`src/verilog/procIsaPkg.sv`:
```
// Instruction set of the 16-bit four-stage pipeline: opcodes, field positions, sizes
// R-type: op[15:11] rs[10:8] rt[7:5] rd[4:2] fn[1:0]
// I-type: op[15:11] r[10:8] imm8[7:0], r is source, destination and store data
package procIsaPkg;

    localparam int dataWidth = 16;
    localparam int regAddrWidth = 3;
    localparam int numRegs = 2 ** regAddrWidth;
    localparam int imemDepth = 256;
    localparam int dmemDepth = 256;
    localparam int pcWidth = $clog2(imemDepth);        // Word address into imem
    localparam int dmemAddrWidth = $clog2(dmemDepth);

    localparam logic [regAddrWidth-1:0] linkReg = 3'd7; // JAL destination

    // Instruction field positions
    localparam int opMsb = 15;
    localparam int opLsb = 11;
    localparam int rsMsb = 10;
    localparam int rsLsb = 8;
    localparam int rtMsb = 7;
    localparam int rtLsb = 5;
    localparam int rdMsb = 4;
    localparam int rdLsb = 2;
    localparam int fnMsb = 1;
    localparam int fnLsb = 0;
    localparam int imm8Msb = 7;                        // Immediates start at bit 0
    localparam int imm11Msb = 10;

    typedef logic [dataWidth-1:0] wordT;
    typedef logic [regAddrWidth-1:0] regAddrT;
    typedef logic [pcWidth-1:0] pcT;

    typedef enum logic [4:0] {
        OP_NOP  = 5'b00000,   // Empty imem reads as NOP
        OP_HALT = 5'b00001,
        OP_J    = 5'b00100,
        OP_JAL  = 5'b00110,
        OP_ADDI = 5'b01000,
        OP_BEQZ = 5'b01100,
        OP_BNEZ = 5'b01101,
        OP_ST   = 5'b10000,
        OP_LD   = 5'b10001,
        OP_LBI  = 5'b11000,
        OP_ALU  = 5'b11011    // Register-register group
    } opcodeT;

    typedef enum logic [1:0] {
        FN_ADD = 2'b00,
        FN_SUB = 2'b01,       // rs - rt
        FN_AND = 2'b10,
        FN_XOR = 2'b11
    } functT;

endpackage

```
`src/verilog/procPipePkg.sv`:
```
// Pipeline types: decoded control word and the registers between the stages
// Shared by all stages and the top level
package procPipePkg;

    import procIsaPkg::*;

    typedef enum logic [2:0] {
        ALU_ADD,
        ALU_SUB,
        ALU_AND,
        ALU_XOR,
        ALU_PASSB             // LBI, passes the immediate
    } aluOpT;

    typedef enum logic [1:0] {
        WB_ALU,
        WB_MEM,
        WB_LINK               // pc+1 for JAL
    } wbSelT;

    typedef struct packed {
        aluOpT aluOp;
        logic  useImm;        // Operand B is the immediate
        wbSelT wbSel;
        logic  regWrite;
        logic  memRead;
        logic  memWrite;
        logic  branchZero;
        logic  branchNonZero;
        logic  jump;          // J and JAL
        logic  halt;
    } ctrlT;

    localparam ctrlT ctrlNop = '{
        aluOp: ALU_ADD,
        useImm: 1'b0,
        wbSel: WB_ALU,
        regWrite: 1'b0,
        memRead: 1'b0,
        memWrite: 1'b0,
        branchZero: 1'b0,
        branchNonZero: 1'b0,
        jump: 1'b0,
        halt: 1'b0
    };

    typedef struct packed {
        logic valid;
        wordT instr;
        pcT   pc;
    } ifIdT;

    typedef struct packed {
        logic    valid;
        ctrlT    ctrl;
        pcT      pc;
        wordT    rsVal;
        wordT    rtVal;
        wordT    imm;         // Already sign-extended
        regAddrT wrAddr;
    } idExT;

    typedef struct packed {
        logic    valid;
        ctrlT    ctrl;
        wordT    aluOut;      // Result or memory address
        wordT    storeData;
        pcT      linkPc;
        regAddrT wrAddr;
    } exMemT;

    typedef struct packed {
        logic    valid;
        regAddrT wrAddr;
        wordT    data;
    } wbT;

endpackage

```
`src/verilog/regFile.sv`:
```
// Eight-entry register file, two combinational read ports and one write port
// A write in the current cycle is visible on the reads of that cycle
`timescale 1ns/100ps
`default_nettype none
module regFile
    import procIsaPkg::*, procPipePkg::*;
(
    input  logic    clk,
    input  logic    reset,
    input  regAddrT rsAddr,
    input  regAddrT rtAddr,
    output wordT    rsVal,
    output wordT    rtVal,
    input  wbT      wb              // Commit from memory stage
);

    wordT regs [numRegs];
    logic rsHit;
    logic rtHit;

    always_ff @(posedge clk) begin
        if (reset) begin
            for (int i = 0; i < numRegs; i++) begin
                regs[i] <= '0;
            end
        end else if (wb.valid) begin
            regs[wb.wrAddr] <= wb.data;
        end
    end

    // Write-through bypass
    assign rsHit = wb.valid && (wb.wrAddr == rsAddr);
    assign rtHit = wb.valid && (wb.wrAddr == rtAddr);

    assign rsVal = rsHit ? wb.data : regs[rsAddr];
    assign rtVal = rtHit ? wb.data : regs[rtAddr];

endmodule
`default_nettype wire
```
`config.mk`:
```
export PLATFORM = sky130hd
export DESIGN_NAME = regFile
export DESIGN_NICKNAME = d
export VERILOG_FILES = /design/src/verilog/procIsaPkg.sv /design/src/verilog/procPipePkg.sv /design/src/verilog/regFile.sv
export SDC_FILE = /design/constraint.sdc
export NUM_CORES = 1
export LEC_CHECK = 0
export BUFFER_PORTS_ARGS = -buffer_cell sky130_fd_sc_hd__buf_2
export CAP_MARGIN = 20
export CORE_ASPECT_RATIO = 1.25
export CORE_MARGIN = 2
export CORE_UTILIZATION = 40
export DETAILED_ROUTE_END_ITERATION = 7
export PLACE_DENSITY = 0.66
export REMOVE_ABC_BUFFERS = 1
export SYNTH_ARGS = -nofsm -noshare
export SYNTH_HDL_FRONTEND = slang
export SYNTH_SLANG_ARGS = --single-unit
```
`constraint.sdc`:
```
create_clock -name clk -period 3.1 [get_ports clk]
set_input_delay 0.62 -clock clk [delete_from_list [all_inputs] [get_ports clk]]
set_output_delay 0.62 -clock clk [all_outputs]
set_load 0.005 [all_outputs]
```
==> out/results.env, run 1 <==
POWER_DENSITY_nW_PER_UM2=522
SYNTH_AREA_PER_CELL_UM2=16.7
FINALSETUPTNS_NS=0
SETUP-VIOLATIONS-FINAL=0
WORST_PIN_SLEW_NS=0.612
FIN_WORST_HOLD_SLACK_NS=0.599
SLOWEST_STAGE='sky130_fd_sc_hd__mux4_1'
CRITICAL_PATH.CELL_CHAIN='buf_2 > buf_12 > mux4_1 > mux2_2 > mux2_2 > buf_2'
VIASPERCELL=5.78
CTS_HOLD_BUFFERS=0
DESIGN.CORE.AREA_UM2=18200
SWSHARE_PCT=21.9
COUNT_OF_TRITONROUTE_ITERATIONS_IN_THE_FIRST_ROUTING_PASS=5
CP_MAX_FO=18
LARGEST_REG_FLOPS=128
GRT_ANTENNA_BEFORE_REPAIR=1
MIN_PATH_TYPE='primary input to flop'
GRT_SETUP_UNREPAIRED='false'
CLKPWRFRAC_PCT=40.3
IO_PINS=60
PWR-SHARE-COMB_PCT=13.7
CTS_POST_SETUP_BUFFERS_INSERTED=0
CP_DATA_REQUIRED_TIME_NS=2.48
TIMING.MAX_SLEW.REL_SLACK_PCT=59.2
CTS_MADE_BUFFERS=17
SEQ_POWER_SHARE_PCT=46.0
CTS.REPORTEDPATHS.CLKPINSLEW_NS=0.05
POST-DP-HPWL_MM=11.2
INITIAL_UTILIZATION_PCT=41.0
GLOBAL_ROUTE.OVERFLOW_TOTAL=0
GRT_PASS1_VIAS=4621
CTS_HTREE_LEVELS=4
GPL_CONGESTION=0.747
CTS_ROOT_BUFFER='sky130_fd_sc_hd__clkbuf_16'
DRV_CAP=0
REPORT.POWER.TOTAL_mW=4.49
ROW_COUNT=55
YS_SEQ_AREA_SHARE_PCT=51.6
FINAL_HOLD_VIOLATION_COUNT=0
TRITONCTS_CLOCK_TREE='built'
TOTAL_ROUTING_USAGE_REPORTED_BY_GLOBAL_ROUTING_PCT=19.3
PORT-BUFFER-COUNT=59
FF_LATCH_COUNT_SYNTH=128
SWITCHING_POWER_mW=0.982
PLACED_CELLS=720
FINAL_NETS=539
CTS.SINK_COUNT=128
DETAIL-ROUTE-ANTENNA-NETS=0
TIMING.CRITICAL_PATH.MAX_DELAY_FAMILY='multiplexers'
DRCVIOLATIONCOUNT=0
CLOCK.FMAX_MHz=345
ARRIVAL_NS=2.28
VIAS=4333
DIE_AREA_UM2=19700
CRIT_PATH_LAUNCH_TYPE='primary input'
NUMBER_OF_DISTINCT_LIBRARY_CELL_VARIANTS_IN_THE_GATE_LEVEL_NETLIST_AFTER_SYNTHESIS=20
FIN_CRIT_SH_PCT=93.6
OUTCOME='completed'
CRIT_BUF_INV=3
CTS.PATH.MAX_BUFFERS=2
CRITICALPATHCATEGORY='primary input to output pin'
DRIVE_ABOVE_1_SHARE_PCT=34.7
LAYOUT_COMMON_CELLS='sky130_fd_sc_hd__and2_1 (128), sky130_fd_sc_hd__edfxtp_1 (128), sky130_fd_sc_hd__mux4_1 (60), sky130_fd_sc_hd__buf_2 (59), sky130_fd_sc_hd__mux2_2 (53)'
X_DIMENSION_OF_THE_DIE_UM=126
REG_TOP3='regs: 128 flops'
CTS_RESIZED=0
ROUTED_WL_MM=18.7
SYNTHESIS.INSTANCES=445
GRT_FIRST_PASS_WIRELENGTH_MM=27.7
SYNTHESIZED_AREA_UM2=7450
LARGEST_NET_DEGREE_AT_THE_START_OF_GLOBAL_ROUTING=34
DRV_SLEW=0
FINAL.MIN_CLOCK_PERIOD_NS=2.90
LEAKAGE_nW=3.28
FINAL-INSTANCE-COUNT-EXCL-FILL=750
MAX_FLOP_REGISTER='regs'
ROUTEDWLPERCELL_UM=24.9
VDD_IR_DROP_MAX_mV=0.292
DIE_Y_UM=157
CP_SLOWEST_STAGE_DELAY_NS=0.63
DETAIL_ROUTE.ITER0.VIOLATIONS=287
INTERNAL_POWER_mW=3.51
YOSYSWARNINGS=0
CRITICAL_PATH.ENDPOINT_TYPE='output pin'
FLOW.AREA_GROWTH_FROM_SYNTHESIS_PCT=15.4
power by group through the flow:
stage | sequential, mW | clock [mW] | combinational (mW)
after floorplan | 2.07 | 0 | 0.356
after global placement | 2.08 | 0 | 0.609
after detailed placement | 2.10 | 0 | 0.620
after CTS | 2.07 | 1.82 | 0.623
after global routing | 2.08 | 1.90 | 0.660
final | 2.07 | 1.81 | 0.616
per-stage QoR:
| stage | utilization (%) | area [um2] | setup WS, ns |
|---|---|---|---|
| 6_report | 47.3 | 8600 | 0.198 |
| 4_1_cts | 47.3 | 8600 | 0.199 |
| 2_1_floorplan | - | 7260 | 0.542 |
| 3_3_place_gp | 44.4 | 8070 | 0.221 |
| 5_1_grt | 47.3 | 8600 | 0.158 |
| 3_5_place_dp | 44.4 | 8070 | 0.201 |
layer usage:
metal	global-route usage, %	part of all wire [%]
met1	25.6	43
met2	32.3	50
met3	3.69	6.1
met4	6.28	1.5
met5	0	0
final cells by class:
type,instances,area (um2)
Clock inverter,10,97.6
Multi-Input combinational cell,285,3420
Fill cell,1586,9570
Clock buffer,19,433
Sequential cell,128,3840
Timing Repair Buffer,79,520
Antenna cell,1,2.50
Tap cell,228,285
cell families (layout without fill, tap and decap cells):
family,after synthesis,count (layout),share of synthesized area [%]
mux,128,128,32.6
flops,128,128,51.6
other cells,0,1,0
buf+inv,32,108,2.62
simple gates,151,151,12.5
xor+xnor,6,6,0.705
cell usage after synthesis:
cell                       count  area share, %
sky130_fd_sc_hd__edfxtp_1    128             52
sky130_fd_sc_hd__nand3b_1      1           0.10
sky130_fd_sc_hd__buf_4         1           0.10
sky130_fd_sc_hd__mux4_2        4            1.2
sky130_fd_sc_hd__nand2b_1      2           0.17
sky130_fd_sc_hd__nand4_1       2           0.17
sky130_fd_sc_hd__nor3_2        1           0.13
sky130_fd_sc_hd__clkbuf_1     19           0.96
sky130_fd_sc_hd__or3b_2        1           0.12
sky130_fd_sc_hd__mux2_2       53            8.0
sky130_fd_sc_hd__nand2_1       1          0.050
sky130_fd_sc_hd__nor2_1        6           0.30
sky130_fd_sc_hd__xnor2_1       6           0.71
sky130_fd_sc_hd__or2_2         8           0.67
sky130_fd_sc_hd__buf_6         9            1.4
sky130_fd_sc_hd__nor3_1        1          0.067
sky130_fd_sc_hd__buf_2         3           0.20
sky130_fd_sc_hd__and2_1      128             11
sky130_fd_sc_hd__mux4_1       60             21
sky130_fd_sc_hd__mux2_4       11            2.2
path summary, 6_finish.rpt:
check,from,to,slack [ns],depth (start not counted)
min,wb[2],regs[1][2],0.60,2
max,rsAddr[0],rsVal[0],0.20,6
Note: power is estimated with default switching activity, not from simulation.
==> run 2, diff against run 1 <==
--- a/config.mk
+++ b/config.mk
@@ -5,6 +5,7 @@
 export SDC_FILE = /design/constraint.sdc
 export NUM_CORES = 1
 export LEC_CHECK = 0
+export ABC_AREA = 1
 export BUFFER_PORTS_ARGS = -buffer_cell sky130_fd_sc_hd__buf_2
 export CAP_MARGIN = 20
 export CORE_ASPECT_RATIO = 1.25
==> run 2 against run 1 <==
Compared with the run above: total power is 3.0% higher; die area grew 4.2%; worst setup slack gained 0.13 ns; critical path depth is 4 higher; combinational power up 19%.
==> out/results.env, run 2 <==
OUTCOME='completed'  # unchanged
YOSYSWARNINGS=0  # unchanged
CTS_ROOT_BUFFER='sky130_fd_sc_hd__clkbuf_16'  # unchanged
SYNTH_AREA_PER_CELL_UM2=7.36  # was 16.7 um2
POST-PLACE-WS_NS=0.349  # was 0.201 ns
FINAL_HOLD_VIOLATION_COUNT=0  # unchanged
LEAKAGE_nW=4.31  # was 3.28 nW
TOTAL_ROUTING_USAGE_REPORTED_BY_GLOBAL_ROUTING_PCT=24.1  # was 19.3%
DIE_AREA_UM2=20600  # was 19700 um2
ARRIVAL_NS=2.16  # was 2.28 ns
SLOWEST_STAGE='sky130_fd_sc_hd__buf_2'  # was sky130_fd_sc_hd__mux4_1
CTS.PATH.MAX_BUFFERS=2  # unchanged
CP_MAX_FO=17  # was 18
FF_LATCH_COUNT_SYNTH=128  # unchanged
CRIT_BUF_INV=4  # was 3
DESIGN.CORE.AREA_UM2=19300  # was 18200 um2
DETAIL_ROUTE.ITER0.VIOLATIONS=915  # was 287
WORST_PIN_SLEW_NS=0.799  # was 0.612 ns
GLOBAL_ROUTE.OVERFLOW_TOTAL=0  # unchanged
X_DIMENSION_OF_THE_DIE_UM=129  # was 126 um
SYNTH-EDFF-COUNT=128  # unchanged
DRV_CAP=0  # unchanged
FIN_WORST_HOLD_SLACK_NS=0.652  # was 0.599 ns
YS_SEQ_AREA_SHARE_PCT=49.4  # was 51.6%
TIMING.CRITICAL_PATH.MAX_DELAY_FAMILY='buffers and inverters'  # was multiplexers
FINAL.MIN_CLOCK_PERIOD_NS=2.78  # was 2.90 ns
N_ANTENNA_CELL=0  # was 1
LARGEST_NET_DEGREE_AT_THE_START_OF_GLOBAL_ROUTING=65  # was 34
GPL_CONGESTION=0.867  # was 0.747
NETLIST_TOP_CELLS_COUNT='sky130_fd_sc_hd__nand2_1 (347), sky130_fd_sc_hd__nand3_1 (222), sky130_fd_sc_hd__inv_1 (138)'  # was sky130_fd_sc_hd__and2_1 (128), sky130_fd_sc_hd__edfxtp_1 (128), sky130_fd_sc_hd__mux4_1 (60)
SYNTH_AREA_LEADERS='sky130_fd_sc_hd__edfxtp_1 (49%), sky130_fd_sc_hd__nand2_1 (17%), sky130_fd_sc_hd__nand3_1 (14%)'  # was sky130_fd_sc_hd__edfxtp_1 (52%), sky130_fd_sc_hd__mux4_1 (21%), sky130_fd_sc_hd__and2_1 (11%)
CRITICALPATHCATEGORY='primary input to output pin'  # unchanged
GRT_SETUP_UNREPAIRED='false'  # unchanged
LARGEST_REG_FLOPS=128  # unchanged
ROUTEDWLPERCELL_UM=18.2  # was 24.9 um
POWER_DENSITY_nW_PER_UM2=519  # was 522 nW/um2
YOSYSTOPAREACELL='sky130_fd_sc_hd__edfxtp_1'  # unchanged
NUMBER_OF_DISTINCT_LIBRARY_CELL_VARIANTS_IN_THE_GATE_LEVEL_NETLIST_AFTER_SYNTHESIS=18  # was 20
VDD_IR_DROP_MAX_mV=0.398  # was 0.292 mV
PORT-BUFFER-COUNT=59  # unchanged
CTS.REPORTEDPATHS.CLKPINSLEW_NS=0.06  # was 0.05 ns
CLOCK.FMAX_MHz=360  # was 345 MHz
FINALSETUPTNS_NS=0  # unchanged
YOSYS.CELL_COUNT.TOP_TYPE='sky130_fd_sc_hd__nand2_1'
MIN_PATH_TYPE='primary input to flop'  # unchanged
CTS_HTREE_LEVELS=4  # unchanged
SYNTHESIS.INSTANCES=1057  # was 445
CTS_HOLD_BUFFERS=0  # unchanged
MAX_FLOP_REGISTER='regs'  # unchanged
VIAS=7239  # was 4333
FINAL_NETS=1139  # was 539
IO_PINS=60  # unchanged
SYNTHESIZED_AREA_UM2=7780  # was 7450 um2
GRT_FIRST_PASS_WIRELENGTH_MM=37.0  # was 27.7 mm
LAYOUT_COMMON_CELLS='sky130_fd_sc_hd__nand2_1 (347), sky130_fd_sc_hd__nand3_1 (222), sky130_fd_sc_hd__inv_1 (137), sky130_fd_sc_hd__nor2_1 (133), sky130_fd_sc_hd__edfxtp_1 (128)'  # was sky130_fd_sc_hd__and2_1 (128), sky130_fd_sc_hd__edfxtp_1 (128), sky130_fd_sc_hd__mux4_1 (60), sky130_fd_sc_hd__buf_2 (59), sky130_fd_sc_hd__mux2_2 (53)
SYNTH_ASYNC_SR_FLOP_SHARE_PCT=0  # unchanged
DRV_SLEW=0  # unchanged
INITIAL_UTILIZATION_PCT=40.4  # was 41.0%
COUNT_OF_TRITONROUTE_ITERATIONS_IN_THE_FIRST_ROUTING_PASS=5  # unchanged
CTS.SINK_COUNT=128  # unchanged
CRITICAL_PATH.CELL_CHAIN='buf_2 > inv_2 > nand2_2 > nand2_2 > nor2_2 > nand2_4 > inv_6 > nand2_1 > nand2_1 > buf_2'  # was buf_2 > buf_12 > mux4_1 > mux2_2 > mux2_2 > buf_2
CTS_POST_SETUP_BUFFERS_INSERTED=0  # unchanged
MOST_FREQUENT_STANDARD_CELL_IN_THE_LAYOUT_EXCLUDING_FILL_AND_TAP_CELLS='sky130_fd_sc_hd__nand2_1'
VIASPERCELL=5.32  # was 5.78
FINAL.FILL_COUNT=1918  # was 1586
CP_SLOWEST_STAGE_DELAY_NS=0.29  # was 0.63 ns
ROUTED_WL_MM=24.8  # was 18.7 mm
DETAIL-ROUTE-ANTENNA-NETS=0  # unchanged
SYNTH.TOP_CELL.AREA_SHARE_PCT=49.4  # was 51.6%
TIMING.MAX_SLEW.REL_SLACK_PCT=46.7  # was 59.2%
CTS_MADE_BUFFERS=17  # unchanged
POST-ROUTE-WORST-SETUP-SLACK_NS=0.324  # was 0.198 ns
DIE_Y_UM=160  # was 157 um
FINAL_CORE_UTIL_PCT=46.3  # was 47.3%
DRCVIOLATIONCOUNT=0  # unchanged
GRT_ANTENNA_BEFORE_REPAIR=0  # was 1
FIN_CRIT_SH_PCT=89.6  # was 93.6%
SYNTH_FF_TYPE='sky130_fd_sc_hd__edfxtp_1'  # unchanged
CP_DATA_REQUIRED_TIME_NS=2.48  # about the same
CRIT_PATH_LAUNCH_TYPE='primary input'  # unchanged
REG_TOP3='regs: 128 flops'  # unchanged
GRT_PASS1_VIAS=6585  # was 4621
TRITONCTS_CLOCK_TREE='built'  # unchanged
ROW_COUNT=57  # was 55
SETUP-VIOLATIONS-FINAL=0  # unchanged
FLOW.AREA_GROWTH_FROM_SYNTHESIS_PCT=14.7  # was 15.4%
DRIVE_ABOVE_1_SHARE_PCT=13.7  # was 34.7%
POST-DP-HPWL_MM=15.2  # was 11.2 mm
CTS_RESIZED=0  # unchanged
CRITICAL_PATH.ENDPOINT_TYPE='output pin'  # unchanged
[run 2: cell count changes after synthesis, moves of 6 or more]
cell,change
sky130_fd_sc_hd__nand2_1,+346
sky130_fd_sc_hd__nand3_1,+222
sky130_fd_sc_hd__inv_1,+138
sky130_fd_sc_hd__and2_1,-128
sky130_fd_sc_hd__nor2_1,+127
sky130_fd_sc_hd__mux4_1,-60
sky130_fd_sc_hd__mux2_2,-53
sky130_fd_sc_hd__buf_2,+30
sky130_fd_sc_hd__mux2_4,-11
sky130_fd_sc_hd__nand2_2,+11
sky130_fd_sc_hd__inv_2,+9
sky130_fd_sc_hd__or2_2,-8
sky130_fd_sc_hd__buf_6,-7
sky130_fd_sc_hd__xnor2_1,-6
[run 2: cell type report]
cell class                 instances  area, um2  area share [%]
timing repair buffer              94        608            6.82
inverter                         149        567            6.36
clock buffer                      17        425            4.77
tap                              236        295            3.31
clock inverter                    15        120            1.35
multi-input combinational        721       3060            34.3
sequential                       128       3840            43.1
[run 2: layer usage]
| layer | wire length, um | global-route usage (%) |
|---|---|---|
| met5 | 0 | 0 |
| met4 | 777 | 9.78 |
| met3 | 2370 | 4.25 |
| met2 | 12100 | 39.1 |
| met1 | 9540 | 31.9 |
[run 2: power breakdown]
part | internal [mW] | switching, mW
Clock | 1.09 | 0.763
Sequential | 2.01 | 0.0279
Combinational | 0.233 | 0.499
Total | 3.34 | 1.29
[run 2: logic make-up (layout without fill, tap and decap cells)]
logic type             after synthesis  in the layout  share of synthesized area [%]
buffers and inverters              208            275                           11.3
flip-flops                         128            128                           49.4
AND/OR/NAND/NOR                    721            721                           39.3
[run 2: worst paths after layout]
path / start / slack [ns] / cells after the start / to
max: rtAddr[1] / 0.32 / 10 / rtVal[9]
min: wb[8] / 0.65 / 3 / regs[4][8]
[run 2: per-stage QoR]
stage | cells | cell area (um2) | power [mW]
after floorplan | 998 | 7470 | 2.47
after detailed placement | 1328 | 8370 | 2.80
after global routing | 1360 | 8920 | 4.79
final | 1360 | 8920 | 4.63
after CTS | 1360 | 8920 | 4.64
after global placement | 1328 | 8370 | 2.79
[run 2: tightest hold or removal path: stages]
cell	delay (ns)
sky130_fd_sc_hd__buf_2	0.09
sky130_fd_sc_hd__inv_1	0.12
sky130_fd_sc_hd__nor2_1	0.12
==> run 3, diff against run 2 <==
--- a/config.mk
+++ b/config.mk
@@ -11,6 +11,7 @@
 export CORE_ASPECT_RATIO = 1.25
 export CORE_MARGIN = 2
 export CORE_UTILIZATION = 40
+export CTS_BUF_LIST = sky130_fd_sc_hd__clkbuf_4
 export DETAILED_ROUTE_END_ITERATION = 7
 export PLACE_DENSITY = 0.66
 export REMOVE_ABC_BUFFERS = 1
==> run 3 against run 2 <==
Compared with the run above: die area did not move; non-clock buffer count did not move; first-iteration DRC count fell by 8.0%; final area fell by 3.3%; clock-buffer cell count did not move; utilization fell by 1.5 points; flip-flop and latch count did not move; critical endpoint unchanged.
==> out/results.env, run 3 (synthesis gave the netlist of run 2 again) <==
OUTCOME='completed'  # unchanged
FIN_CRIT_SH_PCT=88.8  # was 89.6%
DRV_CAP=0  # unchanged
DIE_AREA_UM2=20600  # unchanged
DETAIL_ROUTE.ITER0.VIOLATIONS=842  # was 915
LAYOUT_COMMON_CELLS='sky130_fd_sc_hd__nand2_1 (347), sky130_fd_sc_hd__nand3_1 (222), sky130_fd_sc_hd__inv_1 (137), sky130_fd_sc_hd__nor2_1 (133), sky130_fd_sc_hd__edfxtp_1 (128)'  # unchanged
DRCVIOLATIONCOUNT=0  # unchanged
LAYOUT.AREA.SEQ_UM2=3840  # unchanged
CTS_POST_SETUP_BUFFERS_INSERTED=0  # unchanged
VIAS=7230  # was 7239
CRIT_PATH_LAUNCH_TYPE='primary input'  # unchanged
ARRIVAL_NS=2.13  # was 2.16 ns
SETUP-VIOLATIONS-FINAL=0  # unchanged
LEAKAGE_nW=4.18  # was 4.31 nW
X_DIMENSION_OF_THE_DIE_UM=129  # unchanged
FINAL.FILL_COUNT=1958  # was 1918
LARGEST_NET_DEGREE_AT_THE_START_OF_GLOBAL_ROUTING=65  # unchanged
DRIVE_ABOVE_1_SHARE_PCT=13.7  # unchanged
ROUTEDWLPERCELL_UM=18.1  # was 18.2 um
CRITICALPATHCATEGORY='primary input to output pin'  # unchanged
SLOWEST_STAGE='sky130_fd_sc_hd__buf_2'  # unchanged
MIN_PATH_TYPE='primary input to flop'  # unchanged
CTS.SINK_COUNT=128  # unchanged
WORST_PIN_SLEW_NS=0.793  # was 0.799 ns
GLOBAL_ROUTE.OVERFLOW_TOTAL=0  # unchanged
INITIAL_UTILIZATION_PCT=40.4  # unchanged
CP_MAX_FO=17  # unchanged
POST-DP-HPWL_MM=15.2  # unchanged
CP_SLOWEST_STAGE_DELAY_NS=0.28  # was 0.29 ns
GRT_PASS1_VIAS=6531  # was 6585
PORT-BUFFER-COUNT=59  # unchanged
MAX_FLOP_REGISTER='regs'  # unchanged
DETAIL-ROUTE-ANTENNA-NETS=0  # unchanged
CRITICAL_PATH.ENDPOINT_TYPE='output pin'  # unchanged
CTS.REPORTEDPATHS.CLKPINSLEW_NS=0.13  # was 0.06 ns
CTS_HOLD_BUFFERS=0  # unchanged
CTS_HTREE_LEVELS=4  # unchanged
CTS_MADE_BUFFERS=17  # unchanged
POST-PLACE-WS_NS=0.349  # unchanged
GRT_SETUP_UNREPAIRED='false'  # unchanged
CTS_RESIZED=0  # unchanged
FINAL_HOLD_VIOLATION_COUNT=0  # unchanged
FINALSETUPTNS_NS=0  # unchanged
FINAL_NETS=1139  # unchanged
TIMING.MAX_SLEW.REL_SLACK_PCT=47.2  # was 46.7%
ROUTED_WL_MM=24.7  # was 24.8 mm
POST_DP_CELL_AREA_UM2=8370  # unchanged
CTS.PATH.MAX_BUFFERS=2  # unchanged
IO_PINS=60  # unchanged
FLOW.AREA_GROWTH_FROM_SYNTHESIS_PCT=10.9  # was 14.7%
VDD_IR_DROP_MAX_mV=0.240  # was 0.398 mV
TRITONCTS_CLOCK_TREE='built'  # unchanged
CLOCK.FMAX_MHz=363  # was 360 MHz
CRIT_BUF_INV=4  # unchanged
VIASPERCELL=5.31  # was 5.32
POWER_DENSITY_nW_PER_UM2=443  # was 519 nW/um2
MULTI_INPUT_AREA_UM2=3060  # unchanged
COUNT_OF_TRITONROUTE_ITERATIONS_IN_THE_FIRST_ROUTING_PASS=5  # unchanged
CTS_ROOT_BUFFER='sky130_fd_sc_hd__clkbuf_4'  # was sky130_fd_sc_hd__clkbuf_16
CP_DATA_REQUIRED_TIME_NS=2.48  # about the same
MOST_FREQUENT_STANDARD_CELL_IN_THE_LAYOUT_EXCLUDING_FILL_AND_TAP_CELLS='sky130_fd_sc_hd__nand2_1'  # unchanged
POST-ROUTE-WORST-SETUP-SLACK_NS=0.349  # was 0.324 ns
GPL_CONGESTION=0.867  # unchanged
DIE_Y_UM=160  # unchanged
LARGEST_REG_FLOPS=128  # unchanged
DESIGN.CORE.AREA_UM2=19300  # unchanged
CRITICAL_PATH.CELL_CHAIN='buf_2 > inv_2 > nand2_2 > nand2_2 > nor2_2 > nand2_4 > inv_6 > nand2_1 > nand2_1 > buf_2'  # unchanged
PLACED_CELLS=1328  # unchanged
TIMING.CRITICAL_PATH.MAX_DELAY_FAMILY='buffers and inverters'  # unchanged
FINAL-INSTANCE-COUNT-EXCL-FILL=1361  # was 1360
FINAL.MIN_CLOCK_PERIOD_NS=2.75  # was 2.78 ns
GRT_FIRST_PASS_WIRELENGTH_MM=36.7  # was 37.0 mm
ROW_COUNT=57  # unchanged
TOTAL_ROUTING_USAGE_REPORTED_BY_GLOBAL_ROUTING_PCT=23.9  # was 24.1%
FIN_AREA_UM2=8620  # was 8920 um2
DRV_SLEW=0  # unchanged
GRT_ANTENNA_BEFORE_REPAIR=1  # was 0
REG_TOP3='regs: 128 flops'  # unchanged
run 3: cell types whose count changed in the layout (fill, tap and decap cells not counted):
cell	change
sky130_fd_sc_hd__diode_2	+1
sky130_fd_sc_hd__clkbuf_16	-17
sky130_fd_sc_hd__clkbuf_4	+17
run 3: per-stage QoR:
stage / power, mW / utilization [%] / hold WS, ns
2_1_floorplan: 2.47 / - / 0.909
3_3_place_gp: 2.79 / 43.5 / 1.07
3_5_place_dp: 2.80 / 43.5 / 1.08
4_1_cts: 3.83 / 44.8 / 0.488
5_1_grt: 3.98 / 44.8 / 0.522
6_report: 3.82 / 44.8 / 0.519
run 3: final cells by class:
type / count / share of cell area [%]
antenna: 1 / 0.0290
clock buffer: 17 / 1.48
clock inverter: 15 / 1.39
inverter: 149 / 6.57
multi-input combinational: 721 / 35.5
sequential: 128 / 44.6
tap: 236 / 3.43
timing repair buffer: 94 / 7.05
run 3: power by group:
group	internal, mW	switching (mW)	leakage (nW)	total, mW
combinational	0.233	0.499	2.83	0.731
sequential	2.01	0.0280	1.23	2.04
clock	0.389	0.666	0.123	1.05
run 3: routing by layer:
layer  vias up  GRT usage (%)  share of wire, %
met5         -              0                 0
met4         0           10.2               3.8
met3        63           3.72               9.2
met2       419           38.6                48
met1      3306           31.8                39
li1       3442              -                 -
run 3: path summary, 6_finish.rpt:
check / cells past startpoint / from / to
max: 10 / rtAddr[1] / rtVal[9]
min: 3 / wb[13] / regs[4][13]
